[src/hdl/core_settings.svh]
`ifndef CORE_SETTINGS_SVH
`define CORE_SETTINGS_SVH

// datapath width
`define XLEN 32

// register counts, r0 reads as zero
`define ARCH_REGS 8
`define PRF_SIZE 16

// queue depths
`define ROB_SIZE 8
`define RS_SIZE 4

// multiplier latency in cycles
`define MULT_STAGES 3

`endif

[src/hdl/core_pkg.sv]
`include "core_settings.svh"

package core_pkg;

	typedef logic [`XLEN-1:0] word_t;                   // one data word
	typedef logic [$clog2(`ARCH_REGS)-1:0] arn_t;       // architectural register
	typedef logic [$clog2(`PRF_SIZE)-1:0] prn_t;        // physical register
	typedef logic [$clog2(`ROB_SIZE)-1:0] rob_idx_t;    // rob slot

	typedef enum logic [2:0] {
		ALU_ADD,
		ALU_SUB,
		ALU_AND,
		ALU_OR,
		ALU_XOR,
		ALU_SLL,
		ALU_SRL,
		ALU_SLT                                         // signed compare
	} alu_op_t;

	typedef enum logic [0:0] {
		MUL_LO,                                         // low half of the product
		MUL_HI                                          // unsigned high half
	} mult_op_t;

	// top nibble of the dispatch word
	typedef enum logic [3:0] {
		OP_ADD    = 4'd0,
		OP_SUB    = 4'd1,
		OP_AND    = 4'd2,
		OP_OR     = 4'd3,
		OP_XOR    = 4'd4,
		OP_SLL    = 4'd5,
		OP_SRL    = 4'd6,
		OP_SLT    = 4'd7,
		OP_MUL_LO = 4'd8,
		OP_MUL_HI = 4'd9
	} opcode_t;

endpackage

[src/hdl/mult_pipe.sv]
`include "core_settings.svh"

module mult_pipe import core_pkg::*; (
	input  logic     clock,
	input  logic     rst_n,
	input  logic     issue_valid,
	input  mult_op_t issue_op,
	input  word_t    issue_a,
	input  word_t    issue_b,
	input  prn_t     issue_dest,
	input  rob_idx_t issue_rob,
	output logic     res_valid,
	output word_t    res_value,
	output prn_t     res_tag,
	output rob_idx_t res_rob
);

	localparam int LAST = `MULT_STAGES - 1;

	logic [2*`XLEN-1:0] product;
	logic [2*`XLEN-1:0] prod_q [`MULT_STAGES];
	logic [`MULT_STAGES-1:0] valid_q;
	mult_op_t op_q  [`MULT_STAGES];
	prn_t     tag_q [`MULT_STAGES];
	rob_idx_t rob_q [`MULT_STAGES];

	assign product = issue_a * issue_b;                   // full width, unsigned

	always_ff @(posedge clock or negedge rst_n) begin
		if (!rst_n) begin
			valid_q <= '0;
		end else begin
			valid_q <= {valid_q[LAST-1:0], issue_valid};     // never stalls
		end
	end

	always_ff @(posedge clock) begin
		prod_q[0] <= product;
		op_q[0] <= issue_op;
		tag_q[0] <= issue_dest;
		rob_q[0] <= issue_rob;
		for (int s = 1; s < `MULT_STAGES; s++) begin
			prod_q[s] <= prod_q[s-1];
			op_q[s] <= op_q[s-1];
			tag_q[s] <= tag_q[s-1];
			rob_q[s] <= rob_q[s-1];
		end
	end

	// half select at the last stage
	assign res_valid = valid_q[LAST];
	assign res_value = (op_q[LAST] == MUL_HI) ? prod_q[LAST][2*`XLEN-1:`XLEN]
		: prod_q[LAST][`XLEN-1:0];
	assign res_tag = tag_q[LAST];
	assign res_rob = rob_q[LAST];

endmodule

[config.mk]
export PLATFORM = sky130hd
export DESIGN_NAME = mult_pipe
export DESIGN_NICKNAME = d
export VERILOG_FILES = /design/src/hdl/core_pkg.sv /design/src/hdl/mult_pipe.sv
export VERILOG_INCLUDE_DIRS = /design/src /design/src/hdl
export SDC_FILE = /design/constraint.sdc
export NUM_CORES = 2
export LEC_CHECK = 0
export CAP_MARGIN = 20
export CORE_ASPECT_RATIO = 1.25
export CORE_MARGIN = 2
export CORE_UTILIZATION = 47
export DETAILED_ROUTE_END_ITERATION = 10
export DONT_BUFFER_PORTS = 1
export GPL_TIMING_DRIVEN = 1
export PLACE_DENSITY = 0.72
export SLEW_MARGIN = 20
export SYNTH_ARGS = -nofsm -noshare
export SYNTH_HDL_FRONTEND = slang
export SYNTH_SLANG_ARGS = --single-unit
[constraint.sdc]
create_clock -name clock -period 1.5 [get_ports clock]
set_clock_uncertainty 0.2 [all_clocks]
set_input_delay 0.075 -clock clock [delete_from_list [all_inputs] [get_ports clock]]
set_output_delay 0.075 -clock clock [all_outputs]
set_load 0.01 [all_outputs]
==> run metrics <==
Slew Limit Headroom roughly three quarters; most numerous cell in the Yosys netlist fa_1; post-synthesis mux area share 1.02%; largest net degree at the start of global routing 33; crit start category input pin; GRT Residual Overflow 0; synthesis warning total 0; nets 5332; worst-margin pin slew just under 0.4 ns; Layout area overhead 16.3%; Max Cap Violations 0; fraction of layout cells with a size suffix above 1 around 19%; Tmin final 6.35 ns; share of synthesized registers carrying an async set or reset under 10%; Post-Synthesis Cell Area 0.0385 mm^2; fmax between 150 and 200 MHz; Avg Inst Size Synth 9.65 um^2; Total GRT Usage between 20% and 30%; largest family of logic cells by synthesized area adder cells; dpl cells 5080; clock root buffer clkbuf_16; predominant post-synthesis flop cell dfxtp_1; EDFF count, synth 0; sequential fraction of the synthesis area 11.4%; total CTS buffers 19; initial antenna violation count 1; Synth Area in Compound Gates roughly 4.1%; critical path type in2reg; IO buf count 0; vias per cell 5.29; Post-Synth Adder-Cell Area a little under three fifths; R2R Path Start valid_q[0]; clk sinks 219; Hold Crit Start issue_a[2]; Fin Hold WS -0.0578 ns; first-pass GRT wire length 167 mm; vias in the first global route 30582; Final Non-Filler Cells 5181; fin worst setup slack -4.85 ns; clock-pin slew on the worst setup and hold paths 0.06 ns; Hold WC Path Type in2reg; core area 0.0814 mm^2; CTS tree yes; Die ar. approximately 0.084 mm^2; iteration-0 DRC count of the detailed router approximately 1600; Pins Over Slew Limit 0; IO Count around 120; Rows 117; outcome complete, but fails checks; post-route antenna net violation count 0; RSZ-0062 raised after global routing yes; synthesized flop and latch total ~220; drt first pass iters 5; Final period util 423%; crit path from issue_b[17]; clk buf depth 3; failing checks negative hold slack, negative setup slack; starting density of the core ~47%; vias 27392; Post-DP HPWL 81.6 mm; Simple-Gate Fraction of Synth Area roughly 16%; CP Capture Type flip-flop; Die Y ~320 um; routed length per placed instance just over 20 um; Data arrival, critical path 6.56 ns; Cells after Synth 3993; global placement routability congestion 0.924; synthesized net count 5227; Synth top cells by count fa_1 (896), inv_1 (860), and2_1 (605), nand2_1 (483), ha_1 (263); final hold vios 1; post-synth top area share 46.5%; area leader, netlist fa_1; critical path peak fanout 32; final setup violation count 93; Total Routed Length 105 mm; WP data required roughly 1.7 ns; Clk Latency, worst-skew pair 0.49 ns; Die X 260 um; DRC 0; top area cells in the synthesized netlist fa_1 (47%), dfxtp_1 (11%), and2_1 (9.8%); library cells used by synthesis 76; # H-tree levels 1; layout filler cell count 6925; Synth Area in XOR/XNOR under 10%
==> cell families after synthesis <==
kind of cell | after synthesis
AND/OR/NAND/NOR | 1200
adder cells (fa/ha/maj) | 1159
buffers and inverters | 1097
AO/OA/AOI/OAI | 227
flip-flops | 219
XOR/XNOR | 56
multiplexers | 35
==> flip-flops by register name, summed over array words and instances, names as in the netlist <==
register,cells
prod_q,192
op_q,3
valid_q,3
rob_q,9
tag_q,12
==> final timing paths <==
check	to	slack, ns	cells after the start
max	prod_q[0][60]	-4.85	19
max in group asynchronous	valid_q[0]	0.79	2
min	prod_q[0][3]	-0.06	4
max reg2reg	valid_q[1]	0.82	0
min reg2reg	prod_q[0][188]	0.12	0
min in group asynchronous	valid_q[2]	0.17	2
==> timing repair <==
action	4_1_cts	5_1_grt
gates resized for setup	296	124
cloned	3	0
hold buffers	23	1
pin swaps	200	137
setup buffers	36	28
endpoints found under the setup margin	93	94
endpoints found under the hold margin	16	2
==> metal layers <==
metal | wire [um] | global-route usage (%) | vias to the layer above
met4 | 4590 | 9.78 | 2
met1 | 39200 | 30.3 | 14247
li1 | - | - | 11835
met5 | 13 | 0 | -
met2 | 54500 | 46.3 | 1001
met3 | 6770 | 3.92 | 307
==> final cells by class <==
type / count / area (um^2) / share of cell area (%)
multi-input combinational: 2677 / 32300 / 72.2
sequential: 219 / 4400 / 9.83
inverter: 860 / 3230 / 7.20
timing repair buffer: 321 / 2800 / 6.26
tap: 1071 / 1340 / 2.99
clock buffer: 20 / 489 / 1.09
clock inverter: 12 / 201 / 0.450
antenna: 1 / 2.50 / 0.00558
==> cell usage in the layout (no fill, tap or decap), drive strengths merged, types with 7 or more instances in the layout <==
cell type and instances:
ha 263, a31oi 11, nor3 10, a21o 39, nand3 14, nand2 483
dfxtp 216, nand4 23, buf 297, clkbuf 20, o31ai 8, xor2 22
o21bai 14, mux2 34, dlygate4sd3 23, o21a 12, and2 605, xnor2 34
a21oi 76, nor2 34, and3 7, fa 896, o21ai 37, inv 863
==> worst max-delay path, cell delays in order <==
cell	delay (ns)
and2_1	0.18
fa_2	0.56
inv_1	0.05
fa_1	0.53
fa_2	0.45
fa_1	0.59
fa_2	0.46
fa_1	0.56
fa_2	0.46
fa_1	0.56
inv_2	0.06
ha_4	0.27
and4_4	0.22
nand3b_1	0.13
or4_4	0.45
o21a_4	0.23
o31a_1	0.31
a31oi_1	0.21
xor2_1	0.17
==> stage by stage <==
stage / cell area, um^2 / hold WS, ns / setup WS (ns) / utilization, % / setup TNS (ns)
after floorplan: 39700 / -0.421 / -5.04 / - / -253.47
after global placement: 41500 / -0.421 / -5.26 / 51.0 / -273.73
after detailed placement: 41500 / -0.421 / -5.31 / 51.0 / -276.77
after CTS: 44200 / -0.256 / -4.66 / 54.3 / -245.64
after global routing: 44800 / -0.0437 / -4.94 / 55.1 / -256.63
final: 44800 / -0.0578 / -4.85 / 55.1 / -248.29
Power is not shown: default switching activity piles up to over one toggle a cycle in this logic, so the estimate is an artifact.
