File: config.mk
export PLATFORM = sky130hd
export DESIGN_NAME = phys_regfile
export DESIGN_NICKNAME = d
export VERILOG_FILES = /design/src/hdl/core_pkg.sv /design/src/hdl/phys_regfile.sv
export VERILOG_INCLUDE_DIRS = /design/src /design/src/hdl
export SDC_FILE = /design/constraint.sdc
export NUM_CORES = 1
export LEC_CHECK = 0
export ABC_AREA = 0
export ABC_CLOCK_PERIOD_IN_PS = 4500
export BUFFER_PORTS_ARGS = -buffer_cell sky130_fd_sc_hd__buf_4
export CORE_ASPECT_RATIO = 1.5
export CORE_MARGIN = 4
export CORE_UTILIZATION = 55
export DETAILED_ROUTE_END_ITERATION = 10
export PLACE_DENSITY = 0.7
export SLEW_MARGIN = 20
export SYNTH_ARGS = -nofsm -noshare
export SYNTH_HDL_FRONTEND = slang
export SYNTH_SLANG_ARGS = --single-unit
File: constraint.sdc
create_clock -name clock -period 4.5 [get_ports clock]
set_clock_uncertainty 0.05 [all_clocks]
set_input_delay 0.225 -clock clock [delete_from_list [all_inputs] [get_ports clock]]
set_output_delay 0.225 -clock clock [all_outputs]
set_load 0.01 [all_outputs]
File: src/hdl/core_settings.svh
`ifndef CORE_SETTINGS_SVH
`define CORE_SETTINGS_SVH

// datapath width
`define XLEN 32

// register counts, r0 reads as zero
`define ARCH_REGS 8
`define PRF_SIZE 16

// queue depths
`define ROB_SIZE 8
`define RS_SIZE 4

// multiplier latency in cycles
`define MULT_STAGES 3

`endif

File: src/hdl/core_pkg.sv
`include "core_settings.svh"

package core_pkg;

	typedef logic [`XLEN-1:0] word_t;                   // one data word
	typedef logic [$clog2(`ARCH_REGS)-1:0] arn_t;       // architectural register
	typedef logic [$clog2(`PRF_SIZE)-1:0] prn_t;        // physical register
	typedef logic [$clog2(`ROB_SIZE)-1:0] rob_idx_t;    // rob slot

	typedef enum logic [2:0] {
		ALU_ADD,
		ALU_SUB,
		ALU_AND,
		ALU_OR,
		ALU_XOR,
		ALU_SLL,
		ALU_SRL,
		ALU_SLT                                         // signed compare
	} alu_op_t;

	typedef enum logic [0:0] {
		MUL_LO,                                         // low half of the product
		MUL_HI                                          // unsigned high half
	} mult_op_t;

	// top nibble of the dispatch word
	typedef enum logic [3:0] {
		OP_ADD    = 4'd0,
		OP_SUB    = 4'd1,
		OP_AND    = 4'd2,
		OP_OR     = 4'd3,
		OP_XOR    = 4'd4,
		OP_SLL    = 4'd5,
		OP_SRL    = 4'd6,
		OP_SLT    = 4'd7,
		OP_MUL_LO = 4'd8,
		OP_MUL_HI = 4'd9
	} opcode_t;

endpackage

File: src/hdl/phys_regfile.sv
`include "core_settings.svh"

module phys_regfile import core_pkg::*; (
	input  logic  clock,
	input  logic  rst_n,
	input  prn_t  rd_a,
	input  prn_t  rd_b,
	output word_t val_a,
	output word_t val_b,
	output logic  rdy_a,
	output logic  rdy_b,
	input  logic  alloc,             // new prn goes pending
	input  prn_t  alloc_prn,
	input  logic  cdb_valid,
	input  prn_t  cdb_tag,
	input  word_t cdb_value,
	input  prn_t  commit_prn,
	output word_t commit_value
);

	word_t val_q [`PRF_SIZE];
	logic [`PRF_SIZE-1:0] rdy_q;
	logic cdb_wr;
	logic fwd_a;
	logic fwd_b;

	assign cdb_wr = cdb_valid && cdb_tag != '0;          // prn 0 backs r0 and stays zero
	assign fwd_a = cdb_wr && cdb_tag == rd_a;
	assign fwd_b = cdb_wr && cdb_tag == rd_b;

	// same-cycle cdb bypass
	assign val_a = fwd_a ? cdb_value : val_q[rd_a];
	assign val_b = fwd_b ? cdb_value : val_q[rd_b];
	assign rdy_a = fwd_a || rdy_q[rd_a];
	assign rdy_b = fwd_b || rdy_q[rd_b];

	assign commit_value = val_q[commit_prn];             // written a cycle before retire

	always_ff @(posedge clock or negedge rst_n) begin
		if (!rst_n) begin
			for (int i = 0; i < `PRF_SIZE; i++) begin
				val_q[i] <= '0;
			end
			rdy_q <= '1;
		end else begin
			if (alloc) begin
				rdy_q[alloc_prn] <= 1'b0;
			end
			if (cdb_wr) begin
				val_q[cdb_tag] <= cdb_value;
				rdy_q[cdb_tag] <= 1'b1;
			end
		end
	end

endmodule

==> summary.txt <==
CTS
  • Clk buf depth: 3
  • CTS root buffer: clkbuf_16
  • Sink Count: around 530
  • Max H-tree Level: 2
  • Clock-pin transition on the worst setup and hold timing paths: 0.06 ns
  • Worst skew pair latency: 0.61 ns
  • TritonCTS clock tree: yes
  • Postcts setup bufs: 0
  • Cts bufs inserted: 54

Setup path
  • CP peak stage delay: 0.61 ns
  • Worst setup path class: input port to output port
  • Worst path required time: 4.22 ns
  • Reg-to-Reg End: rdy_q[0]
  • Largest fanout on the critical path: 42
  • R2R cell count: 2
  • Reg2reg setup slack: 3.17 ns
  • CP Data Arrival Time: 2.63 ns
  • FF-to-FF Start: rdy_q[0]
  • Crit-path cells: buf_8 > buf_4 > mux4_2 > a22oi_1 > nand2_1 > mux2_2 > buf_4
  • CP most frequent cell: buf_4
  • Critical Path Slowest Stage Cell: buf_4
  • Type of origin of the critical path: input port
  • Critical path endpoint category: output port

Power and ir drop
  • Leakage power: 0.01453 uW
  • Max rail drop VDD: 0.0003456 V
  • PD cells: roughly 450 mW/mm^2

Yosys
  • Prevailing post-synth register cell: dfrtp_1
  • Net Count, Synth: 2081
  • Register bit total from synthesis: ~530
  • Mapped Avg Cell Area: between 15 and 20 sq um
  • Post-Synthesis Cell Area: 0.03188 sq mm
  • Synthesized instance count: 2025
  • Async set-or-reset flop fraction in the synthesized netlist: 100.0%
  • Sequential share of the synthesized area: 41.51%
  • EDFF count, synth: 0
  • Netlist cell types: 29
  • Yosys warns: 0

Die
  • Die area: 0.06195 sq mm
  • Row Count: between 100 and 150
  • Die Y: 302.8 microns
  • IO Pins: 154
  • Starting density of the core: a little under three fifths
  • Core area: 0.05717 sq mm
  • Die X: slightly above 200 microns

Global routing
  • GRT overflow: 0
  • Pin count of the biggest net entering global routing: 129
  • Vias in the first global route: 22240
  • Initial antenna violation count: 0
  • GRT Total Usage: a little over 30%
  • First-pass GRT wire length: 140700 microns

Min path
  • Worst hold path class: input port to flip-flop
  • Hold path cells: 3
  • Hold Path Sink: rdy_q[8]
  • Hold Path Origin: cdb_tag[1]

Finish
  • Syn-to-layout area delta: 12.42%
  • Commonest non-fill, non-tap cells in the layout: 546 x mux2_2, 512 x dfrtp_1, 422 x mux4_2
  • Ratio of cells with drive above 1 in the final layout: 61.32%
  • Nets@finish: 2133
  • Fin cells: 2885
  • Commonest non-fill, non-tap cell in the layout: mux2_2

STA
  • Final TNS setup: 0 ns
  • Min Tclk post-route: between 2 and 3 ns
  • Final Setup Violations: 0
  • Final Cycle Share: 64.64%
  • Slew @ Worst Pin: 1.209 ns
  • FMAX: 343.8 MHz
  • Slew HR: 19.41%
  • Max Slew Vio Count: 0
  • RSZ-0062 raised after global routing: false
  • Final hold violation count: 0

Drt
  • Drt first pass iters: 5
  • Detailed Route WL: 92630 microns
  • DRC violations left: 0
  • Routed Antenna Nets: 0
  • Via Count: 20630
  • Vias per inst: 7.149
  • Detailed Route Iter0 Violations: 1514
  • Average wire per standard cell: 32.11 microns

Status
  • Status: complete, no violations

Job
  • Max-Cap Viols: 0

Place
  • GP Congestion: 0.8172
  • Placed cells: 2742
  • HPWL after detailed placement: 54270 microns
  • PortBufs: 153
==> worst max path at each step <==
stage / endpoint / startpoint
after CTS: val_b[6] / rd_b[0]
after global routing: val_b[6] / rd_b[0]
after detailed placement: val_b[6] / rd_b[0]
final: val_b[6] / rd_b[0]
after global placement: val_b[3] / rd_b[0]
after floorplan: commit_value[11] / commit_prn[0]
==> power breakdown <==
part | internal, uW | switching [uW]
Sequential | 5810 | 992
Combinational | 2850 | 1670
Clock | 2900 | 1960
==> logic make-up (layout without fill, tap and decap cells) <==
logic type	count (synthesis)	after routing	share of synthesized area, %
compound gates	152	152	3.391
xor+xnor	8	8	0.2198
buf+inv	247	342	3.737
flops	528	528	41.51
mux	976	976	49.56
other cells	0	2	0
simple gates	114	114	1.578
==> final cells by class <==
type                            count  area, sq um
Antenna cell                        2        5.005
Clock buffer                       80         1630
Clock inverter                     19        282.8
Fill cell                        4192        21330
Multi-Input combinational cell   1250        17600
Sequential cell                   528        13230
Tap cell                          763        954.7
Timing Repair Buffer              243         2133
==> synthesized netlist by cell type (all sizes together) (5+ instances only) <==
master | instances | share of area [%]
clkbuf | 134 | 1.6
nand2 | 71 | 0.84
nand3b | 5 | 0.12
nand2b | 7 | 0.14
o21ai | 25 | 0.39
nor2 | 15 | 0.18
buf | 113 | 2.2
mux4 | 426 | 30
a22oi | 124 | 2.9
xnor2 | 8 | 0.22
dfstp | 16 | 1.3
mux2 | 546 | 19
dfrtp | 512 | 40
==> flip-flops by register name (all words and copies together) (netlist names) <==
name and flops:
val_q 512, rdy_q 16
==> stage by stage <==
step / total power [uW] / utilization (%) / hold WS, ns / setup slack, ns / cell area, sq um
5_1_grt: 16870 / 62.68 / 0.1233 / 1.422 / 35830
3_3_place_gp: 11110 / 58.58 / 0.3013 / 1.555 / 33490
2_1_floorplan: 9816 / - / -0.1206 / 2.393 / 31880
4_1_cts: 16220 / 62.67 / 0.06210 / 1.534 / 35820
3_5_place_dp: 11330 / 58.58 / 0.3092 / 1.557 / 33490
6_report: 16180 / 62.69 / 0.08491 / 1.591 / 35840
==> metal layers <==
metal / global-route usage [%] / part of all wire, % / up-vias
met5: 0 / 0 / -
met4: 10.69 / 3.8 / 0
met3: 4.651 / 7.0 / 183
met2: 51.53 / 51 / 952
met1: 40.24 / 38 / 11270
li1: - / - / 8222
==> critical path, delay by kind of cell <==
family	cells	cell delay, ns
muxes	2	0.85
and+or+nand+nor	1	0.10
AOI/OAI and AO/OA	1	0.27
buffers and inverters	3	1.14
==> repair_timing <==
| action | 4_1_cts | 5_1_grt |
|---|---|---|
| endpoints found under the setup margin | 0 | 0 |
| hold endpoints to repair | 587 | 0 |
| resized for setup | 0 | 0 |
| hold buffers | 42 | 0 |
No activity file was read; power rests on OpenSTA's default activity.
