==> src/hdl/core_settings.svh <==
`ifndef CORE_SETTINGS_SVH
`define CORE_SETTINGS_SVH

// datapath width
`define XLEN 32

// register counts, r0 reads as zero
`define ARCH_REGS 8
`define PRF_SIZE 16

// queue depths
`define ROB_SIZE 8
`define RS_SIZE 4

// multiplier latency in cycles
`define MULT_STAGES 3

`endif

==> src/hdl/core_pkg.sv <==
`include "core_settings.svh"

package core_pkg;

	typedef logic [`XLEN-1:0] word_t;                   // one data word
	typedef logic [$clog2(`ARCH_REGS)-1:0] arn_t;       // architectural register
	typedef logic [$clog2(`PRF_SIZE)-1:0] prn_t;        // physical register
	typedef logic [$clog2(`ROB_SIZE)-1:0] rob_idx_t;    // rob slot

	typedef enum logic [2:0] {
		ALU_ADD,
		ALU_SUB,
		ALU_AND,
		ALU_OR,
		ALU_XOR,
		ALU_SLL,
		ALU_SRL,
		ALU_SLT                                         // signed compare
	} alu_op_t;

	typedef enum logic [0:0] {
		MUL_LO,                                         // low half of the product
		MUL_HI                                          // unsigned high half
	} mult_op_t;

	// top nibble of the dispatch word
	typedef enum logic [3:0] {
		OP_ADD    = 4'd0,
		OP_SUB    = 4'd1,
		OP_AND    = 4'd2,
		OP_OR     = 4'd3,
		OP_XOR    = 4'd4,
		OP_SLL    = 4'd5,
		OP_SRL    = 4'd6,
		OP_SLT    = 4'd7,
		OP_MUL_LO = 4'd8,
		OP_MUL_HI = 4'd9
	} opcode_t;

endpackage

==> src/hdl/reorder_buffer.sv <==
`include "core_settings.svh"

module reorder_buffer import core_pkg::*; (
	input  logic     clock,
	input  logic     rst_n,
	input  logic     alloc,
	input  arn_t     alloc_arn,
	input  prn_t     alloc_prn,      // dest prn, 0 when rd is r0
	input  prn_t     alloc_old,      // mapping to free at retire
	input  logic     alloc_wr,
	output rob_idx_t alloc_idx,
	output logic     full,
	input  logic     cdb_valid,
	input  rob_idx_t cdb_rob_idx,
	output logic     commit_valid,
	output arn_t     commit_arn,
	output logic     commit_wr_en,
	output prn_t     commit_prn,
	output logic     release_en,
	output prn_t     release_prn
);

	localparam int CW = $clog2(`ROB_SIZE + 1);

	arn_t arn_q [`ROB_SIZE];
	prn_t prn_q [`ROB_SIZE];
	prn_t old_q [`ROB_SIZE];
	logic wr_q  [`ROB_SIZE];
	logic [`ROB_SIZE-1:0] done_q;    // cleared again as the slot retires
	rob_idx_t head_q;                // oldest entry
	rob_idx_t tail_q;                // next free slot
	logic [CW-1:0] count_q;

	assign alloc_idx = tail_q;
	assign full = count_q == CW'(`ROB_SIZE);

	assign commit_valid = done_q[head_q];
	assign commit_arn = arn_q[head_q];
	assign commit_wr_en = wr_q[head_q];
	assign commit_prn = prn_q[head_q];
	assign release_en = commit_valid && wr_q[head_q];
	assign release_prn = old_q[head_q];

	always_ff @(posedge clock or negedge rst_n) begin
		if (!rst_n) begin
			head_q <= '0;
			tail_q <= '0;
			count_q <= '0;
			done_q <= '0;
		end else begin
			if (alloc) begin
				tail_q <= tail_q + 1'b1;                      // wraps at the power of two
			end
			if (cdb_valid) begin
				done_q[cdb_rob_idx] <= 1'b1;
			end
			if (commit_valid) begin
				head_q <= head_q + 1'b1;
				done_q[head_q] <= 1'b0;                       // slot is empty for the next alloc
			end
			count_q <= count_q + CW'(alloc) - CW'(commit_valid);
		end
	end

	always_ff @(posedge clock) begin
		if (alloc) begin
			arn_q[tail_q] <= alloc_arn;
			prn_q[tail_q] <= alloc_prn;
			old_q[tail_q] <= alloc_old;
			wr_q[tail_q] <= alloc_wr;
		end
	end

	assert property (@(posedge clock) disable iff (!rst_n)
		commit_valid |-> count_q != '0);

	// each unit result completes a live entry exactly once
	assert property (@(posedge clock) disable iff (!rst_n)
		cdb_valid |-> !done_q[cdb_rob_idx]);

endmodule

==> config.mk <==
export PLATFORM = sky130hd
export DESIGN_NAME = reorder_buffer
export DESIGN_NICKNAME = d
export VERILOG_FILES = /design/src/hdl/core_pkg.sv /design/src/hdl/reorder_buffer.sv
export VERILOG_INCLUDE_DIRS = /design/src /design/src/hdl
export SDC_FILE = /design/constraint.sdc
export NUM_CORES = 1
export LEC_CHECK = 0
export ABC_AREA = 0
export CORE_ASPECT_RATIO = 0.9
export CORE_MARGIN = 2
export CORE_UTILIZATION = 45
export CTS_CLUSTER_SIZE = 14
export DETAILED_ROUTE_END_ITERATION = 6
export DONT_BUFFER_PORTS = 1
export GPL_TIMING_DRIVEN = 0
export PLACE_DENSITY = 0.62
export SLEW_MARGIN = 20
export SYNTH_ARGS = -nofsm -noshare
export SYNTH_HDL_FRONTEND = slang
export SYNTH_SLANG_ARGS = --single-unit
==> constraint.sdc <==
create_clock -name clock -period 2.8 [get_ports clock]
set_input_delay 0 -clock clock [delete_from_list [all_inputs] [get_ports clock]]
set_output_delay 0 -clock clock [all_outputs]
set_load 0.02 [all_outputs]
==> results.toml <==
[critical_path]
crit_arrival_ns = 2.89
worstSetupPathType = "reg -> reg"
crit_slowest_cell = "dfrtp_1"
start_kind = "register"
crit_path_cell_trace = "buf_6 > mux2_2 > o22ai_2 > nor2b_2 > ha_1 > inv_1 > ha_1 > fa_1 > xor2_1"
cp.required_ns = 3.08
crit_path_end_kind = "register"
path_common_cell = "ha_1"
cp_max_fo = 10
slowest_delay_ns = 0.42

[synthesis]
synth_edf_count = 96
syn-cell-area_um2 = 4720
synth_area_leaders = "edfxtp_1, dfrtp_1, mux4_2"
ys_ff_latch = 114
synth_cell_types = 34
synthAdderAreaFrac = 0.0228
synth_xor_area_frac = 0.00742
synthMuxAreaShare = 0.168
synthCells = 248
synth_fp_nets = 275
ys_async_sr_fraction = 0.158
yosys_warnings = 0
synth_largest_area_cell = "edfxtp_1"
yosysSeqAreaShare = 0.706
yosysTopAreaCellShare = 0.611
synth-simple-area-share = 0.0387
dominantRegCellSynth = "edfxtp_1"
synth_top_family_by_area = "multiplexers"
syn_area_per_cell_um2 = 19.0
synth_compound_area_frac = 0.0384

[sta]
max_freq_mhz = 383
fin_skew_ns = 0.00643
setup_viol = 0
post-route-period-util = 0.932
holdWs_ns = 0.109
hold_viol_final = 0
rsz0062_at_grt = "false"
slew-limit-headroom = 0.411
setup_tns_ns = 0
tightest_slew_ns = 0.883
min_period_ns = 2.61
maxSlewViolCount = 0

[clocking]
clk_pin_slew_ns = 0.05
clk_path_buf_depth = 2
clkLatencyLatePin_ns = 0.40
cts_root_buffer = "clkbuf_16"
clock-sinks = 114
cts_buffers = 17
cts_tree = "yes"
htree_levels = 4

[pwr]
powerDensity_nw_per_um2 = 1150
total_leakage_power_nw = 2.05
comb_power_share = 0.310
power_frac_clock = 0.328
netSwitchingFraction = 0.308
p_switching_w = 0.00204
internal_power_w = 0.00458
ir_worst_vdd_mv = 0.672
pwr-share-seq = 0.363

[global_routing]
grt_max_degree = 19
grt_usage = 0.176
grt_overflow = 0
antenna_found_initial = 0
grt_pass1_wl_um = 14500
grt_pass1_vias = 2523

[place]
gp_congestion = 0.732
hpwl_um = 5650
port_buffers = 0

[die]
coreArea_um2 = 10200
start_util = 0.461
die_h_um = 101
dieArea_um2 = 11300
rows = 35
fp.dieW_um = 112
ioPinCount = 37

[detailed_routing]
drt_wl_total_um = 9130
ant_nets = 0
dr.pass1.iters = 4
drc_errors = 0
vias_per_cell = 5.52
vias = 2383
drt_iter0_markers = 101
post_drt_wl_per_cell_um = 21.1

[finish]
fillers = 786
drive_above_1_share = 0.264
diodes = 0
final-seq-area_um2 = 3330
final_net_count = 317
area_growth_pct = 21.8
multi_input_area_um2 = 1330

[run]
max_cap_violations = 0

[status]
status = "complete, no violations"

[min_path]
hp-class = "in -> reg"
layout by cell type (no fill, tap or decap), types with 4 or more instances in the layout:
master and n:
bufinv_16 4, clkbuf_1 6, clkbuf_16 17, clkinv_2 4, dfrtp_1 18, dlygate4sd3_1 21, edfxtp_1 96, ha_1 7
inv_1 6, mux2_2 11, mux2_4 6, mux4_1 7, mux4_2 17, nand2_1 10, nand2b_1 9, nor2_1 7
nor2_2 6, o31ai_1 6
metrics by stage:
stage	std cells	power [W]	setup slack, ns	utilization	area (um2)
detailed placement	379	0.00443	-0.0742	0.481	4930
CTS	432	0.00669	0.0475	0.560	5740
floorplan	248	0.00395	0.388	-	4720
global route	432	0.00696	0.00794	0.561	5750
finish	432	0.00662	0.192	0.561	5750
global placement	377	0.00435	-0.0538	0.476	4880
critical path, delay by kind of cell, from the launching register on:
kind | cells | cell delay, ns
AO/OA/AOI/OAI | 1 | 0.28
XOR/XNOR | 1 | 0.15
adder cells (fa/ha/maj) | 3 | 0.88
buffers and inverters | 2 | 0.25
flip-flops | 1 | 0.42
multiplexers | 1 | 0.37
AND/OR/NAND/NOR | 1 | 0.15
synthesized netlist by cell type (all sizes together), types with 2 or more instances:
cell / count
ha: 7
edfxtp: 96
a31oi: 3
nor3: 3
nand2: 10
a21o: 2
xnor2: 2
nor2: 13
buf: 7
o21ai: 3
dfrtp: 18
a21oi: 3
o31ai: 6
inv: 6
nand2b: 9
mux2: 17
clkbuf: 3
o22a: 2
mux4: 24
nor2b: 3
xor2: 2
registers in the layout, indices dropped and copies added, names as in the netlist:
register and flops:
alloc_idx 3, arn_q 24, count_q 4, done_q 8, head_q 3, old_q 32, prn_q 32, wr_q 8
kinds of logic after synthesis:
family	Yosys count
compound gates	25
xor+xnor	4
fa+ha+maj	8
buf+inv	16
flops	114
mux	42
simple gates	39
final cells by class:
type	instances	share of cell area
clock inverters	12	0.0285
multi-input cells	118	0.231
repair buffers	23	0.0405
inverters	6	0.00392
clock buffers	20	0.0760
flip-flops and latches	114	0.580
well taps	129	0.0281
plain buffers	10	0.0126
power groups by stage:
stage	Clock (W)	Sequential, W	Combinational (W)
floorplan	0	0.00237	0.00158
global placement	0	0.00242	0.00193
detailed placement	0	0.00243	0.00200
CTS	0.00220	0.00240	0.00208
global route	0.00228	0.00244	0.00224
finish	0.00217	0.00240	0.00205
path summary, 6_finish.rpt:
path / cells after the start / slack (ns) / endpoint / from
setup / recovery: 9 / 0.19 / count_q[2]$_DFF_PN0_ / head_q[0]$_DFFE_PN0P_
hold / removal: 2 / 0.11 / old_q[2][2]$_DFFE_PP_ / alloc
setup reg to reg: 9 / 0.19 / count_q[2]$_DFF_PN0_ / head_q[0]$_DFFE_PN0P_
hold reg to reg: 1 / 0.49 / done_q[6]$_DFF_PN0_ / done_q[6]$_DFF_PN0_
max in group asynchronous: 1 / 2.12 / count_q[0]$_DFF_PN0_ / rst_n
min in group asynchronous: 1 / 0.15 / done_q[2]$_DFF_PN0_ / rst_n
metal layers:
metal,wire length [um],part of all wire,global-route usage
met4,148,0.016,0.0704
met3,447,0.049,0.0383
met1,4150,0.45,0.252
met2,4380,0.48,0.269
met5,0,0,0
what timing repair did:
| item | 4_1_cts | 5_1_grt |
|---|---|---|
| pin swaps | 0 | 0 |
| gates resized for setup | 1 | 3 |
| endpoints found under the setup margin | 3 | 3 |
| setup buffers | 0 | 0 |
| hold buffers | 21 | 0 |
| endpoints found under the hold margin | 127 | 0 |
Power figures use the tool's default switching activity.
