--- src/hdl/core_settings.svh ---
`ifndef CORE_SETTINGS_SVH
`define CORE_SETTINGS_SVH

// datapath width
`define XLEN 32

// register counts, r0 reads as zero
`define ARCH_REGS 8
`define PRF_SIZE 16

// queue depths
`define ROB_SIZE 8
`define RS_SIZE 4

// multiplier latency in cycles
`define MULT_STAGES 3

`endif

--- src/hdl/core_pkg.sv ---
`include "core_settings.svh"

package core_pkg;

	typedef logic [`XLEN-1:0] word_t;                   // one data word
	typedef logic [$clog2(`ARCH_REGS)-1:0] arn_t;       // architectural register
	typedef logic [$clog2(`PRF_SIZE)-1:0] prn_t;        // physical register
	typedef logic [$clog2(`ROB_SIZE)-1:0] rob_idx_t;    // rob slot

	typedef enum logic [2:0] {
		ALU_ADD,
		ALU_SUB,
		ALU_AND,
		ALU_OR,
		ALU_XOR,
		ALU_SLL,
		ALU_SRL,
		ALU_SLT                                         // signed compare
	} alu_op_t;

	typedef enum logic [0:0] {
		MUL_LO,                                         // low half of the product
		MUL_HI                                          // unsigned high half
	} mult_op_t;

	// top nibble of the dispatch word
	typedef enum logic [3:0] {
		OP_ADD    = 4'd0,
		OP_SUB    = 4'd1,
		OP_AND    = 4'd2,
		OP_OR     = 4'd3,
		OP_XOR    = 4'd4,
		OP_SLL    = 4'd5,
		OP_SRL    = 4'd6,
		OP_SLT    = 4'd7,
		OP_MUL_LO = 4'd8,
		OP_MUL_HI = 4'd9
	} opcode_t;

endpackage

--- src/hdl/reservation_station.sv ---
`include "core_settings.svh"

module reservation_station import core_pkg::*; #(
	parameter type op_t = logic      // opcode of the unit behind this station
) (
	input  logic     clock,
	input  logic     rst_n,
	input  logic     load,
	input  op_t      load_op,
	input  word_t    load_a,
	input  word_t    load_b,
	input  logic     load_a_rdy,
	input  logic     load_b_rdy,
	input  prn_t     load_tag_a,
	input  prn_t     load_tag_b,
	input  prn_t     load_dest,
	input  rob_idx_t load_rob,
	output logic     full,
	input  logic     cdb_valid,
	input  prn_t     cdb_tag,
	input  word_t    cdb_value,
	input  logic     ready,          // unit takes an op this cycle
	output logic     issue_valid,
	output op_t      issue_op,
	output word_t    issue_a,
	output word_t    issue_b,
	output prn_t     issue_dest,
	output rob_idx_t issue_rob
);

	localparam int CW = $clog2(`RS_SIZE + 1);

	// slot 0 is the oldest, younger slots close up behind an issue
	logic [CW-1:0] count_q;
	logic [CW-1:0] load_pos;
	op_t      op_q    [`RS_SIZE];
	word_t    a_q     [`RS_SIZE];
	word_t    b_q     [`RS_SIZE];
	logic     a_rdy_q [`RS_SIZE];
	logic     b_rdy_q [`RS_SIZE];
	prn_t     tag_a_q [`RS_SIZE];
	prn_t     tag_b_q [`RS_SIZE];
	prn_t     dest_q  [`RS_SIZE];
	rob_idx_t rob_q   [`RS_SIZE];
	logic     found;
	int       pick;

	always_comb begin
		found = 1'b0;
		pick = 0;
		for (int i = `RS_SIZE - 1; i >= 0; i--) begin     // lowest slot is oldest
			if (i < count_q && a_rdy_q[i] && b_rdy_q[i]) begin
				found = 1'b1;
				pick = i;
			end
		end
	end

	assign issue_valid = found && ready;
	assign issue_op = op_q[pick];
	assign issue_a = a_q[pick];
	assign issue_b = b_q[pick];
	assign issue_dest = dest_q[pick];
	assign issue_rob = rob_q[pick];

	assign full = count_q == CW'(`RS_SIZE);
	assign load_pos = count_q - CW'(issue_valid);        // first free slot after the shift

	always_ff @(posedge clock or negedge rst_n) begin
		if (!rst_n) begin
			count_q <= '0;
		end else begin
			count_q <= load_pos + CW'(load);
		end
	end

	always_ff @(posedge clock) begin
		int src;
		logic hit_a;
		logic hit_b;
		for (int i = 0; i < `RS_SIZE; i++) begin
			src = (issue_valid && i >= pick) ? i + 1 : i;   // close the gap
			if (src < `RS_SIZE) begin
				hit_a = cdb_valid && !a_rdy_q[src] && tag_a_q[src] == cdb_tag;
				hit_b = cdb_valid && !b_rdy_q[src] && tag_b_q[src] == cdb_tag;
				op_q[i] <= op_q[src];
				a_q[i] <= hit_a ? cdb_value : a_q[src];         // wake up on tag match
				b_q[i] <= hit_b ? cdb_value : b_q[src];
				a_rdy_q[i] <= a_rdy_q[src] || hit_a;
				b_rdy_q[i] <= b_rdy_q[src] || hit_b;
				tag_a_q[i] <= tag_a_q[src];
				tag_b_q[i] <= tag_b_q[src];
				dest_q[i] <= dest_q[src];
				rob_q[i] <= rob_q[src];
			end
			if (load && i == load_pos) begin
				op_q[i] <= load_op;
				a_q[i] <= load_a;
				b_q[i] <= load_b;
				a_rdy_q[i] <= load_a_rdy;
				b_rdy_q[i] <= load_b_rdy;
				tag_a_q[i] <= load_tag_a;
				tag_b_q[i] <= load_tag_b;
				dest_q[i] <= load_dest;
				rob_q[i] <= load_rob;
			end
		end
	end

endmodule

--- config.mk ---
export PLATFORM = sky130hd
export DESIGN_NAME = reservation_station
export DESIGN_NICKNAME = d
export VERILOG_FILES = /design/src/hdl/core_pkg.sv /design/src/hdl/reservation_station.sv
export VERILOG_INCLUDE_DIRS = /design/src /design/src/hdl
export SDC_FILE = /design/constraint.sdc
export NUM_CORES = 1
export LEC_CHECK = 0
export BUFFER_PORTS_ARGS = -buffer_cell sky130_fd_sc_hd__buf_2
export CORE_MARGIN = 2
export CORE_UTILIZATION = 50
export DETAILED_ROUTE_END_ITERATION = 8
export MAX_ROUTING_LAYER = met4
export PLACE_DENSITY_LB_ADDON = 0.12
export SYNTH_ARGS = -nofsm -noshare
export SYNTH_HDL_FRONTEND = slang
export SYNTH_SLANG_ARGS = --single-unit
--- constraint.sdc ---
create_clock -name clock -period 4.6 [get_ports clock]
set_input_delay 0.92 -clock clock [delete_from_list [all_inputs] [get_ports clock]]
set_output_delay 0.92 -clock clock [all_outputs]
set_load 0.005 [all_outputs]
==> summary.txt <==
Drt
  • Number of DRC markers in iteration 0: 2736
  • 1st-pass router iterations: 5
  • Routed vias/inst: approximately 6.4
  • Post-route DRC: 0
  • Wire per inst: ~25 um
  • Antenna viol nets, final: 0
  • Detailed-route via count: approximately 20000
  • WL final: slightly below 80000 um

Synthesis
  • Ys Warns: 0
  • Synth Cell Area: approximately 21000 um2
  • Synth area leaders: edfxtp_1 43%, nand2_1 10%, mux2i_1 7.9%
  • Synth cell types: between 50 and 60
  • Sequential area share after synthesis: 46.33%
  • Most frequent cells after synthesis: 574 x nand2_1, 298 x edfxtp_1, 240 x nor2_1, 226 x a21oi_1, 178 x clkbuf_1
  • Ys flop type: edfxtp_1
  • Synth Instances: 2476
  • EDFF count, synth: 298
  • Post-synth ARST share: less than 1%
  • Area leader, netlist: edfxtp_1
  • Synthesized Nets: about 2600
  • Count leader, synth: nand2_1
  • Yosys top cell area share: a little over two fifths
  • Flops & latches, synth: 331
  • Syn Area/Cell: about 8.4 um2

Timing
  • Final Cycle Share: a little over nine tenths
  • Final min period: about 4.3 ns
  • Worst-Margin Slew: roughly 1.2 ns
  • Fmax: ~230 MHz
  • Fin. Hold Viols: 0
  • Slew HR: between 10% and 20%
  • Max-slew violation count: 0
  • TNS Setup: 0 ns
  • Setup violators final: 0
  • RSZ-0062 raised after global routing: no
  • Worst clock skew: 0.01167 ns

Final layout
  • Non-filler cells, final: just over 3000
  • Layout fillers: approximately 3700
  • Nets: ~2700
  • Share of cells above drive strength 1: 14.08%
  • Synth-to-layout area growth: 12.59%

Power
  • Internal power: between 10 and 15 mW
  • Comb power frac: a little under three fifths
  • Tot Pwr: between 20 and 25 mW
  • Pwr dens: between 900 and 1000 nW/um2
  • Switching Power: between 10 and 15 mW
  • Clock power share: about 14%
  • Sw frac: 47.17%
  • Peak VDD IR: between 700 and 800 uV
  • Seq pwr share: a little over 30%
  • LEAKAGE: between 9 and 10 nW

Critical path
  • CP max FO: 64
  • Worst setup SP type: flop
  • Worst flop-to-flop path startpoint: count_q[2]
  • Worst R2R Path Depth: 13
  • Critical Path AT: ~3.4 ns
  • Setup crit end kind: primary output
  • FF-to-FF setup slack: around 0.55 ns
  • Crit path required time: between 3 and 4 ns
  • Crit Reg-Reg Endpoint: a_q[3][29]
  • Critical path class: flop to primary output

Place
  • Hpwl dp: ~46000 um
  • I/O Buffers: ~200
  • Cells after DPL: between 3000 and 4000
  • GPL Wtd Cong: 0.9082

Min path
  • Worst Hold Class: primary input to asynchronous set/reset pin

Clocking
  • CTS H-tree depth: 2
  • Clk buf depth: 3
  • Clock Sinks: about 330
  • CTS resizes: 0
  • Clk slew on worst S/H paths: 0.06 ns
  • Post-CTS setup buffers: 0
  • Hold Buf Count CTS: 0
  • TritonCTS buffer count: 40
  • CTS tree: done
  • Root Driver: clkbuf_16
  • Skew-Pair Late Insertion Delay: roughly 0.56 ns

Run
  • MaxCap Viol Count: 0

Floorplan
  • # rows: 74
  • I/O Pins: approximately 200
  • Die Area: 43190 um2
  • Effective utilization at floorplan: 50.76%
  • Die Y: just over 200 um
  • Core area: 40920 um2
  • Die Wd: 207.8 um

GRT
  • Gr ovfl total: 0
  • Total Routing Usage GR: around 36%
  • Global-route wire length before repair: roughly 120000 um
  • Initial antenna violation count: 12
  • Largest net degree at the start of global routing: between 100 and 150
  • Vias in the first global route: roughly 19000

Outcome
  • Outcome: finished, final reports clean
## critical path, cell delays in order, from the launching register on
cell and delay [ns]:
dfrtp_1 0.51, o311ai_4 0.47, nand2_1 0.20, nor2b_4 0.19, buf_4 0.63, nand2_1 0.10
and3_1 0.19, a31oi_1 0.32, buf_2 0.19
## through the flow
stage | util, % | setup WS (ns) | hold WS [ns] | instance area, um2
CTS | 57.07 | 0.3202 | 0.1364 | 23360
global route | 57.15 | 0.1647 | 0.1512 | 23390
floorplan | - | 0.1960 | 0.5057 | 20770
global placement | 54.09 | 0.6998 | 0.5239 | 22140
detailed placement | 54.09 | 0.6446 | 0.5360 | 22140
finish | 57.15 | 0.2916 | 0.1508 | 23390
## placed cells by master (no fill, tap or decap), types with 11 or more instances in the layout
master,count
a21oi_1,226
a31oi_1,152
and3_1,77
buf_12,14
buf_2,196
buf_4,50
clkbuf_1,11
clkbuf_16,41
dfxtp_1,30
diode_2,12
edfxtp_1,298
inv_1,12
mux2i_1,163
nand2_1,571
nand3_1,70
nor2_1,240
nor3_1,66
nor4_1,64
o21ai_0,142
xnor2_1,14
xor2_1,14
## cell families (layout without fill, tap and decap cells)
| family | Yosys count | count (layout) | synth area share, % |
|---|---|---|---|
| and+or+nand+nor | 1122 | 1122 | 23.16 |
| AOI/OAI and AO/OA | 549 | 549 | 14.88 |
| DFF | 331 | 331 | 46.33 |
| buffers and inverters | 266 | 347 | 5.680 |
| muxes | 172 | 172 | 8.354 |
| xor gates and xnor gates | 32 | 32 | 1.349 |
| adders and majority gates | 4 | 4 | 0.2409 |
| other | 0 | 12 | 0 |
## metal layers
layer | global-route usage, % | vias to the layer above | share of wire [%]
met5 | - | - | 0
met3 | 7.337 | 188 | 12
met4 | 14.99 | 0 | 3.5
met1 | 46.66 | 9429 | 39
li1 | - | 8946 | -
met2 | 55.55 | 1347 | 46
## worst max-delay path by stage
stage                    start          end  slack, ns
CTS                 count_q[2]  issue_a[21]       0.32
global route        count_q[2]  issue_a[13]       0.16
global placement    count_q[2]   a_q[3][24]       0.70
detailed placement  count_q[2]   a_q[3][24]       0.64
finish              count_q[2]  issue_a[13]       0.29
floorplan                ready    a_q[3][0]       0.20
## sequential cells by signal, summed over array words and instances, names as in the netlist
name	flops
count_q	3
dest_q	16
rob_q	12
tag_b_q	16
b_q	128
tag_a_q	16
a_q	128
a_rdy_q	4
b_rdy_q	4
op_q	4
## power groups by stage
stage	registers (mW)	clock network, mW	logic (mW)
after floorplan	6.36	0	7.67
after global placement	6.62	0	11.8
after detailed placement	6.66	0	12.0
after CTS	6.62	3.08	12.1
after global routing	6.81	3.18	13.3
final	6.65	3.07	12.3
## area by class of cell
type	instances	area (um2)	share of cell area (%)
clock inverter	14	85.08	0.3638
multi-input combinational	1879	10150	43.39
sequential	331	9624	41.15
timing repair buffer	260	1637	6.998
inverter	16	62.56	0.2675
tap	532	665.6	2.846
antenna	12	30.03	0.1284
clock buffer	57	1136	4.858
Note: power is estimated with default switching activity, not from simulation.
