File: src/hdl/core_settings.svh
`ifndef CORE_SETTINGS_SVH
`define CORE_SETTINGS_SVH

// datapath width
`define XLEN 32

// register counts, r0 reads as zero
`define ARCH_REGS 8
`define PRF_SIZE 16

// queue depths
`define ROB_SIZE 8
`define RS_SIZE 4

// multiplier latency in cycles
`define MULT_STAGES 3

`endif

File: src/hdl/core_pkg.sv
`include "core_settings.svh"

package core_pkg;

	typedef logic [`XLEN-1:0] word_t;                   // one data word
	typedef logic [$clog2(`ARCH_REGS)-1:0] arn_t;       // architectural register
	typedef logic [$clog2(`PRF_SIZE)-1:0] prn_t;        // physical register
	typedef logic [$clog2(`ROB_SIZE)-1:0] rob_idx_t;    // rob slot

	typedef enum logic [2:0] {
		ALU_ADD,
		ALU_SUB,
		ALU_AND,
		ALU_OR,
		ALU_XOR,
		ALU_SLL,
		ALU_SRL,
		ALU_SLT                                         // signed compare
	} alu_op_t;

	typedef enum logic [0:0] {
		MUL_LO,                                         // low half of the product
		MUL_HI                                          // unsigned high half
	} mult_op_t;

	// top nibble of the dispatch word
	typedef enum logic [3:0] {
		OP_ADD    = 4'd0,
		OP_SUB    = 4'd1,
		OP_AND    = 4'd2,
		OP_OR     = 4'd3,
		OP_XOR    = 4'd4,
		OP_SLL    = 4'd5,
		OP_SRL    = 4'd6,
		OP_SLT    = 4'd7,
		OP_MUL_LO = 4'd8,
		OP_MUL_HI = 4'd9
	} opcode_t;

endpackage

File: src/hdl/alu_unit.sv
`include "core_settings.svh"

module alu_unit import core_pkg::*; (
	input  logic     clock,
	input  logic     rst_n,
	input  logic     issue_valid,
	input  alu_op_t  issue_op,
	input  word_t    issue_a,
	input  word_t    issue_b,
	input  prn_t     issue_dest,
	input  rob_idx_t issue_rob,
	input  logic     grant,          // cdb takes the result
	output logic     ready,
	output logic     res_valid,
	output word_t    res_value,
	output prn_t     res_tag,
	output rob_idx_t res_rob
);

	word_t result;

	always_comb begin
		case (issue_op)
			ALU_ADD: result = issue_a + issue_b;
			ALU_SUB: result = issue_a - issue_b;
			ALU_AND: result = issue_a & issue_b;
			ALU_OR:  result = issue_a | issue_b;
			ALU_XOR: result = issue_a ^ issue_b;
			ALU_SLL: result = issue_a << issue_b[$clog2(`XLEN)-1:0];
			ALU_SRL: result = issue_a >> issue_b[$clog2(`XLEN)-1:0];
			ALU_SLT: result = word_t'($signed(issue_a) < $signed(issue_b));
			default: result = '0;
		endcase
	end

	assign ready = !res_valid || grant;                   // slot frees as the cdb takes it

	always_ff @(posedge clock or negedge rst_n) begin
		if (!rst_n) begin
			res_valid <= 1'b0;
		end else if (ready) begin
			res_valid <= issue_valid;
		end
	end

	always_ff @(posedge clock) begin
		if (issue_valid && ready) begin
			res_value <= result;
			res_tag <= issue_dest;
			res_rob <= issue_rob;
		end
	end

endmodule

File: config.mk
export PLATFORM = sky130hd
export DESIGN_NAME = alu_unit
export DESIGN_NICKNAME = d
export VERILOG_FILES = /design/src/hdl/core_pkg.sv /design/src/hdl/alu_unit.sv
export VERILOG_INCLUDE_DIRS = /design/src /design/src/hdl
export SDC_FILE = /design/constraint.sdc
export NUM_CORES = 1
export LEC_CHECK = 0
export ABC_AREA = 1
export BUFFER_PORTS_ARGS = -buffer_cell sky130_fd_sc_hd__buf_2
export CAP_MARGIN = 20
export CORE_MARGIN = 3
export CORE_UTILIZATION = 56
export CTS_BUF_LIST = sky130_fd_sc_hd__clkbuf_8 sky130_fd_sc_hd__clkbuf_16
export DETAILED_ROUTE_END_ITERATION = 6
export PLACE_DENSITY = 0.77
export SKIP_LAST_GASP = 1
export SLEW_MARGIN = 20
export SYNTH_ARGS = -nofsm -noshare
export SYNTH_HDL_FRONTEND = slang
export SYNTH_SLANG_ARGS = --single-unit
export TNS_END_PERCENT = 20
File: constraint.sdc
create_clock -name clock -period 3.1 [get_ports clock]
set_clock_uncertainty 0.15 [all_clocks]
set_input_delay 0.62 -clock clock [delete_from_list [all_inputs] [get_ports clock]]
set_output_delay 0.62 -clock clock [all_outputs]
set_load 0.02 [all_outputs]
==> results of run 1 <==
-- through the flow --
stage	worst slack (ps)	setup TNS, ps	util (%)
6_report	201.9	0	65.25
5_1_grt	38.41	0	65.25
4_1_cts	263.6	0	65.24
3_5_place_dp	-46.32	-46.32	64.24
3_3_place_gp	5.018	0	64.24
2_1_floorplan	143.1	0	-
-- kinds of logic after synthesis --
logic type / after synthesis
fa+ha+maj: 99
xor+xnor: 10
simple gates: 1166
flops: 40
mux: 2
buf+inv: 364
compound gates: 265
-- path summary, 6_finish.rpt --
check                                 startpoint                      to  cells after the start
min reg2reg                res_valid$_DFFE_PN0N_   res_valid$_DFFE_PN0N_                      2
max reg2reg                res_valid$_DFFE_PN0N_  res_value[0]$_DFFE_PP_                      2
min in group asynchronous                  rst_n   res_valid$_DFFE_PN0N_                      2
min                                 issue_rob[0]    res_rob[0]$_DFFE_PP_                      1
max in group asynchronous                  rst_n   res_valid$_DFFE_PN0N_                      2
max                                   issue_a[0]  res_value[0]$_DFFE_PP_                     16
-- registers in the layout, summed over array words and instances (netlist names) --
register / count
res_tag: 4
res_rob: 3
res_value: 32
res_valid: 1
-- layout make-up --
cell class	instances	area share (%)
clock buffers	5	1.053
clock inverters	3	0.3896
inverters	269	8.498
multi-input cells	1542	66.46
flip-flops and latches	40	10.07
well taps	229	2.412
repair buffers	205	11.12
-- cell usage in the layout, fill, tap and decap left out, types with 26 or more instances in the layout --
master / n
nand2_1: 567
nand3_1: 319
inv_1: 259
nor2_1: 196
buf_2: 118
a21oi_1: 109
ha_1: 97
buf_4: 80
o21ai_0: 63
edfxtp_1: 39
nand4_1: 37
o211ai_1: 26
-- power breakdown --
group / internal, W / switching, W / total [W] / leakage (nW)
combinational: 0.000634 / 0.00138 / 0.00201 / 6.04
clock: 0.000384 / 0.000262 / 0.000646 / 0.0804
sequential: 0.000660 / 0.0000183 / 0.000678 / 0.389
total: 0.00168 / 0.00166 / 0.00334 / 6.51
-- layer usage --
metal  global-route usage [%]  vias to the layer above  share of wire [%]
met5                        0                        -                  0
met4                    25.12                        0                7.0
met3                    9.812                      203                 14
met2                    66.20                     1185                 41
met1                    61.76                     6207                 39
li1                         -                     6605                  -
-- timing repair --
action                                  4_1_cts  5_1_grt
gates resized for setup                       0        1
endpoints found under the setup margin        0        1
hold buffers                                  1        0
endpoints found under the hold margin         1        0
==> results.json, run 1 <==
{
  "status": "finished, violations left",
  "violations": "DRC",
  "power_w": 0.003339,
  "synth_common_cells": "nand2_1, nand3_1, inv_1",
  "slew_violations": 0,
  "vias": 14200,
  "hold_viol": 0,
  "port_buffers": 118,
  "gp_congestion": 1.096,
  "drtPass1Iterations": 7,
  "synthFlopType": "edfxtp_1",
  "start_kind": "primary input",
  "ys_warn_count": 0,
  "fillCellCount": 1880,
  "path_clk_slew_ps": 70,
  "synth_adder_area_share_pct": 11.88,
  "crit_fanout": 4,
  "worst-path-buf-inv": 3,
  "routed_wl_um": 47800,
  "arrival_ps": 2790,
  "yosys.area_share.xor_xnor_pct": 0.8301,
  "slew_headroom_pct": 30.71,
  "crit_path_cell_trace": "buf_2 > inv_1 > ha_1 > fa_1 > inv_1 > nand3_1 > nand2_1 > nand2_1 > nand2_1 > nand2_1 > nand2_2 > nand2_1 > nand2_1 > nand2_1 > nand3_1 > a21oi_1",
  "numCtsBuffers": 5,
  "clkLatencyLatePin_ps": 300,
  "yosys.area_share.simple_pct": 47.18,
  "cts_buffer_depth": 2,
  "max_slew.worst_pin.slew_ps": 1034,
  "yosysSeqAreaShare_pct": 11.34,
  "drc": 8,
  "initial_core_util_pct": 57.95,
  "yosys.cell_count.top_type": "nand2_1",
  "synth_area_per_cell_sq_um": 5.422,
  "vias_per_cell": 6.193,
  "synth_compound_area_share_pct": 14.57,
  "ys_async_sr_fraction_pct": 2.500,
  "ff_latch_area_sq_um": 1196,
  "slowest_stage": "fa_1",
  "grt_usage_pct": 45.28,
  "worst-endpoint-required_ps": 2990,
  "diodes": 0,
  "core_region_area_sq_um": 18210,
  "setup_viol": 0,
  "synth_top_area_cell": "nand2_1",
  "critPathCaptureType": "flip-flop",
  "postRouteAntennaNets": 0,
  "max_stage_delay_ps": 390,
  "crit_top_cell": "nand2_1",
  "die_h_um": 143.3,
  "max_freq_ghz": 0.3451,
  "stdcell_area_sq_um": 11880,
  "grt_pass1_wl_um": 71100,
  "multi_input_area_sq_um": 7896,
  "grt_setup_unrepaired": "false",
  "syn_area_sq_um": 10550,
  "path_delay_family": "simple AND/OR/NAND/NOR gates",
  "cts_tree": "built",
  "io_pins": 119,
  "placed_cell_area_sq_um": 11700,
  "peakVddDrop_mv": 0.2038,
  "layout-drive-gt1-share_pct": 11.48,
  "rrSetupSlack_ps": 1660,
  "path_class": "in2reg",
  "fin_nets": 2240,
  "die_area_sq_um": 20520,
  "placed_cells": 2284,
  "ys_ff_latch": 40,
  "p_leak_nw": 6.506,
  "grt_pass1_vias": 12283,
  "synth-edff-count": 39,
  "finalCritPeriodShare_pct": 93.49,
  "antenna_found_initial": 0,
  "cts_sinks": 40,
  "period_needed_ps": 2898,
  "syn_to_final_growth_pct": 12.61,
  "hold_path_class": "in2reg",
  "cts-htree-levels": 2,
  "synth_fp_nets": 2123,
  "rows": 49,
  "synth.area.mux_share_pct": 0.1897,
  "hold_slack_ps": 341.0,
  "fp.dieW_um": 143.3,
  "post_synth_num_cell_types": 46,
  "layout.cells.non_filler": 2293,
  "powerDensity_nw_per_um2": 281.1,
  "synth_top_family_by_area": "simple AND/OR/NAND/NOR gates",
  "wire_per_inst_um": 20.85,
  "grt_max_degree": 77,
  "cts_setup_buffers": 0,
  "synth_top_area_share_pct": 20.21,
  "ys_top_cells_by_area": "nand2_1, nand3_1, ha_1, edfxtp_1, inv_1",
  "drv_cap": 0,
  "hpwl_um": 39060,
  "synthCells": 1946,
  "clock-root-buffer": "clkbuf_16",
  "initialDrtViolationCount": 2354,
  "gr-total-overflow": 0
}
Note: power is estimated with default switching activity, not from simulation.
==> run 2: changes to the inputs <==
- RECOVER_POWER: unset -> 50
- REMOVE_ABC_BUFFERS: unset -> 1
==> run 2 against run 1 <==
The flow still finishes with violations (DRC). Worst setup slack gained 43 ps. Count of clock-buffer cells in the layout is the same. Final cell count shrank 0.13%. Combinational power is essentially flat. First-iteration DRC count shrank 9.0%. Non-clock buffer count shrank 3. Core utilization shrank 0.56 points. Clock power grew 8.0%. Global-route usage shrank 0.67 points. Critical endpoint is now res_value[21]$_DFFE_PP_. Highest routed layer unchanged.
==> results.json, run 2 (same netlist as run 1, synthesis figures left out) <==
{
  "grt_usage_pct": 44.62,
  "stdcell_area_sq_um": 11780,
  "start_kind": "primary input",
  "diodes": 0,
  "sw_frac_of_total_pct": 48.48,
  "port_buffers": 118,
  "clkLatencyLatePin_ps": 280,
  "cts_setup_buffers": 0,
  "drc": 1,
  "timing.rr.start": "res_valid$_DFFE_PN0N_",
  "initialDrtViolationCount": 2143,
  "cts-htree-levels": 2,
  "power.internal_w": 0.001730,
  "power_w": 0.003357,
  "mostFrequentLayoutCells": "nand2_1, nand3_1, inv_1",
  "cts_tree": "built",
  "powerDensity_nw_per_um2": 285.0,
  "gp_congestion": 1.079,
  "arrival_ps": 2720,
  "layout.cells.non_filler": 2290,
  "path_class": "in2reg",
  "antenna_found_initial": 0,
  "wl_met3_um": 6830,
  "highest_layer": "met4",
  "worst-endpoint-required_ps": 2960,
  "violations": "DRC",
  "numCtsBuffers": 5,
  "initial_core_util_pct": 57.95,
  "rows": 49,
  "slew_headroom_pct": 19.85,
  "die_h_um": 143.3,
  "reg2reg_depth": 2,
  "placed_cells": 2281,
  "hold_slack_ps": 357.5,
  "drv_cap": 0,
  "crit_path_cell_trace": "buf_2 > inv_1 > ha_1 > nand2_1 > nor2_1 > inv_1 > nor2_1 > nor2_1 > nand2_1 > nand2_1 > nand2_1 > nand2_1 > nand3_1 > nand3_1",
  "grt_pass1_wl_um": 70280,
  "met2_length_um": 19820,
  "grt_max_degree": 60,
  "p_sw_w": 0.001628,
  "vias_per_cell": 6.286,
  "comb_power_share_pct": 59.0,
  "gr-total-overflow": 0,
  "cts_resized": 0,
  "grt_pass1_vias": 12702,
  "ctsHoldBuffers": 1,
  "path_clk_slew_ps": 60,
  "die_area_sq_um": 20520,
  "hpwl_um": 38840,
  "slowest_stage": "ha_1",
  "finalCritPeriodShare_pct": 92.09,
  "pwr-share-clk_pct": 20.8,
  "post-route-util_pct": 64.69,
  "pwr-share-seq_pct": 20.2,
  "crit_fanout": 10,
  "critPathCaptureType": "flip-flop",
  "worstReg2RegEnd": "res_value[5]$_DFFE_PP_",
  "fin_nets": 2237,
  "max_slew.worst_pin.slew_ps": 1202,
  "setup_viol": 0,
  "drtPass1Iterations": 7,
  "cts_sinks": 40,
  "p_leak_nw": 6.391,
  "largest_reg_flops": 32,
  "wl_met1_um": 17940,
  "final_common_cell": "nand2_1",
  "status": "finished, violations left",
  "regMostFlops": "res_value",
  "layout-drive-gt1-share_pct": 9.510,
  "period_needed_ps": 2855,
  "grt_setup_unrepaired": "false",
  "rrSetupSlack_ps": 390,
  "reg.largest.list": "res_value x32, res_tag x4, res_rob x3",
  "max_stage_delay_ps": 560,
  "wire_per_inst_um": 20.61,
  "core_region_area_sq_um": 18210,
  "cts_buffer_depth": 2,
  "fp.dieW_um": 143.3,
  "max_freq_ghz": 0.3503,
  "placed_cell_area_sq_um": 11650,
  "postRouteAntennaNets": 0,
  "hold_path_class": "in2reg",
  "crit_path_end": "res_value[21]$_DFFE_PP_",
  "crit_top_cell": "nand2_1",
  "routed_wl_um": 47190,
  "startpoint": "issue_a[10]",
  "syn_to_final_growth_pct": 11.63,
  "hold_viol": 0,
  "slew_violations": 0,
  "peakVddDrop_mv": 0.2448,
  "vias": 14396,
  "io_pins": 119,
  "clock-root-buffer": "clkbuf_16"
}
## run 2: per-stage QoR
step                setup TNS [ps]  worst slack (ps)
finish                           0             245.3
global route                     0             101.7
floorplan                    -2849            -73.06
CTS                              0             360.8
detailed placement               0             56.75
global placement                 0             101.8
## run 2: metal layers
layer / vias up / track usage, %
met5: - / 0
met4: 0 / 18.88
met3: 186 / 10.98
met2: 1126 / 68.25
met1: 6489 / 59.96
li1: 6595 / -
## run 2: worst max-delay path, delay by kind of cell
kind          cells  cell delay [ps]
buf+inv           3              360
fa+ha+maj         1              560
simple gates     10             1170
## run 2: worst min path at each step
stage	depth (start not counted)	slack, ps	end	from
after floorplan	0	170	res_valid$_DFFE_PN0N_	rst_n
after global placement	1	240	res_valid$_DFFE_PN0N_	rst_n
after detailed placement	1	250	res_valid$_DFFE_PN0N_	rst_n
after CTS	1	350	res_rob[1]$_DFFE_PP_	issue_rob[1]
after global routing	1	360	res_tag[3]$_DFFE_PP_	issue_dest[3]
final	1	360	res_tag[1]$_DFFE_PP_	issue_dest[1]
## run 2: power groups by stage
stage	sequential [W]	combinational, W	clock (W)
global placement	0.000686	0.00187	0
global route	0.000681	0.00214	0.000705
floorplan	0.000744	0.00111	0
CTS	0.000676	0.00191	0.000694
detailed placement	0.000687	0.00190	0
finish	0.000677	0.00198	0.000698
## run 2: area by class of cell
type,instances,area (sq um)
Fill cell,1900,6430
Sequential cell,40,1196
Tap cell,229,286.5
Clock inverter,3,63.81
Timing Repair Buffer,202,1215
Clock buffer,5,125.1
Multi-Input combinational cell,1542,7883
Inverter,269,1010
==> run 3: changes to the inputs <==
- CORE_UTILIZATION: 56 -> 60
- PLACE_DENSITY: 0.77 -> 0.78
- clock period: 3.1 -> 3.22 ns (I/O delays scaled with it)
==> run 3 against run 2 <==
The flow still finishes with violations (DRC). Global-route usage grew 1.0 points. Worst setup slack better by 30 ps. Non-clock buffer count is 29 lower. Count of clock-buffer cells in the layout is the same. First-iteration DRC count increased by 13%. Worst hold slack better by 11 ps. Largest power group unchanged.
==> results.json, run 3 (same netlist as run 1, synthesis figures left out) <==
{
  "status": "finished, violations left",
  "violations": "DRC",
  "stdcell_area_sq_um": 11520,
  "max_slew.worst_pin.slew_ps": 1394,
  "cts_buffer_depth": 2,
  "start_kind": "primary input",
  "path_clk_slew_ps": 70,
  "cts_sinks": 40,
  "dp_slack_ps": 126.1,
  "powerDensity_nw_per_um2": 272.7,
  "slowest_stage": "a21oi_1",
  "drc": 19,
  "grt_pass1_wl_um": 69870,
  "gr-total-overflow": 0,
  "grt_setup_unrepaired": "false",
  "peakVddDrop_mv": 0.2072,
  "placed_cells": 2243,
  "hpwl_um": 37840,
  "mostFrequentLayoutCells": "nand2_1, nand3_1, inv_1",
  "slew_headroom_pct": 7.083,
  "hold_viol": 0,
  "vias_per_cell": 6.396,
  "arrival_ps": 2710,
  "gp_congestion": 1.165,
  "layout.cells.non_filler": 2252,
  "syn_to_final_growth_pct": 9.202,
  "numCtsBuffers": 5,
  "routed_wl_um": 46390,
  "layout-drive-gt1-share_pct": 8.022,
  "fin_nets": 2208,
  "initialDrtViolationCount": 2427,
  "die_h_um": 138.6,
  "grt_usage_pct": 45.66,
  "cts-htree-levels": 2,
  "drv_cap": 0,
  "fp.dieW_um": 138.6,
  "crit_path_cell_trace": "buf_2 > inv_1 > a21oi_1 > clkbuf_2",
  "reg.largest.list": "res_value x32, res_tag x4, res_rob x3",
  "timing.final.ws_setup_ps": 275.2,
  "max_freq_ghz": 0.3396,
  "port_buffers": 118,
  "clkLatencyLatePin_ps": 300,
  "setup_viol": 0,
  "die_area_sq_um": 19210,
  "wire_per_inst_um": 20.60,
  "largest_reg_flops": 32,
  "initial_core_util_pct": 62.52,
  "final_common_cell": "nand2_1",
  "grt_pass1_vias": 12938,
  "drtPass1Iterations": 7,
  "worst-endpoint-required_ps": 2990,
  "diodes": 0,
  "clock-root-buffer": "clkbuf_16",
  "hold_path_class": "in2reg",
  "io_pins": 119,
  "p_leak_nw": 6.219,
  "cts_tree": "built",
  "cts_resized": 0,
  "placed_cell_area_sq_um": 11420,
  "vias": 14404,
  "grt_max_degree": 65,
  "worst-path-buf-inv": 3,
  "regMostFlops": "res_value",
  "crit_fanout": 30,
  "rows": 47,
  "path_delay_family": "compound AO/OA/AOI/OAI gates",
  "max_stage_delay_ps": 1040,
  "core_region_area_sq_um": 16880,
  "hold_slack_ps": 368.2,
  "critPathCaptureType": "flip-flop",
  "finalCritPeriodShare_pct": 91.45,
  "slew_violations": 0,
  "setup_tns_ps": 0,
  "path_class": "in2reg",
  "postRouteAntennaNets": 0,
  "period_needed_ps": 2945,
  "antenna_found_initial": 0
}
## run 3: stage by stage
stage               total power (W)  util [%]
finish                     0.003142     68.27
global route               0.003295     68.27
CTS                        0.003050     68.72
detailed placement         0.002447     67.67
global placement           0.002420     67.67
floorplan                  0.001782         -
## run 3: layout make-up
class                   count  area, sq um
clock inverters             3        42.54
clock buffers               5        125.1
inverters                 269         1010
multi-input cells        1542         7883
fillers                  1693         5355
repair buffers            173        991.0
well taps                 220        275.3
flip-flops and latches     40         1196
## run 3: timing repair
| action | 4_1_cts | 5_1_grt |
|---|---|---|
| endpoints found under the hold margin | 1 | 0 |
| setup buffers | 0 | 0 |
| hold buffers | 1 | 0 |
## run 3: power by group
| group | switching, W | internal [W] |
|---|---|---|
| clock network | 0.000252 | 0.000366 |
| logic | 0.00132 | 0.000551 |
| registers | 0.0000158 | 0.000636 |
| total | 0.00159 | 0.00155 |
## run 3: worst paths after layout
kind | to | slack, ps | startpoint | cells past startpoint
setup / recovery | res_value[5]$_DFFE_PP_ | 280 | grant | 4
hold / removal | res_tag[0]$_DFFE_PP_ | 370 | issue_dest[0] | 1
setup reg to reg | res_value[5]$_DFFE_PP_ | 300 | res_valid$_DFFE_PN0N_ | 2
hold reg to reg | res_valid$_DFFE_PN0N_ | 390 | res_valid$_DFFE_PN0N_ | 2
max in group asynchronous | res_valid$_DFFE_PN0N_ | 2350 | rst_n | 2
min in group asynchronous | res_valid$_DFFE_PN0N_ | 490 | rst_n | 2
## run 3: metal layers
layer  vias to the layer above  track usage [%]  routed length [um]
li1                       6550                -                   -
met1                      6400            60.30               17090
met2                      1215            70.40               19430
met3                       239            11.66                7028
met4                         0            20.75                2848
met5                         -                0                   0
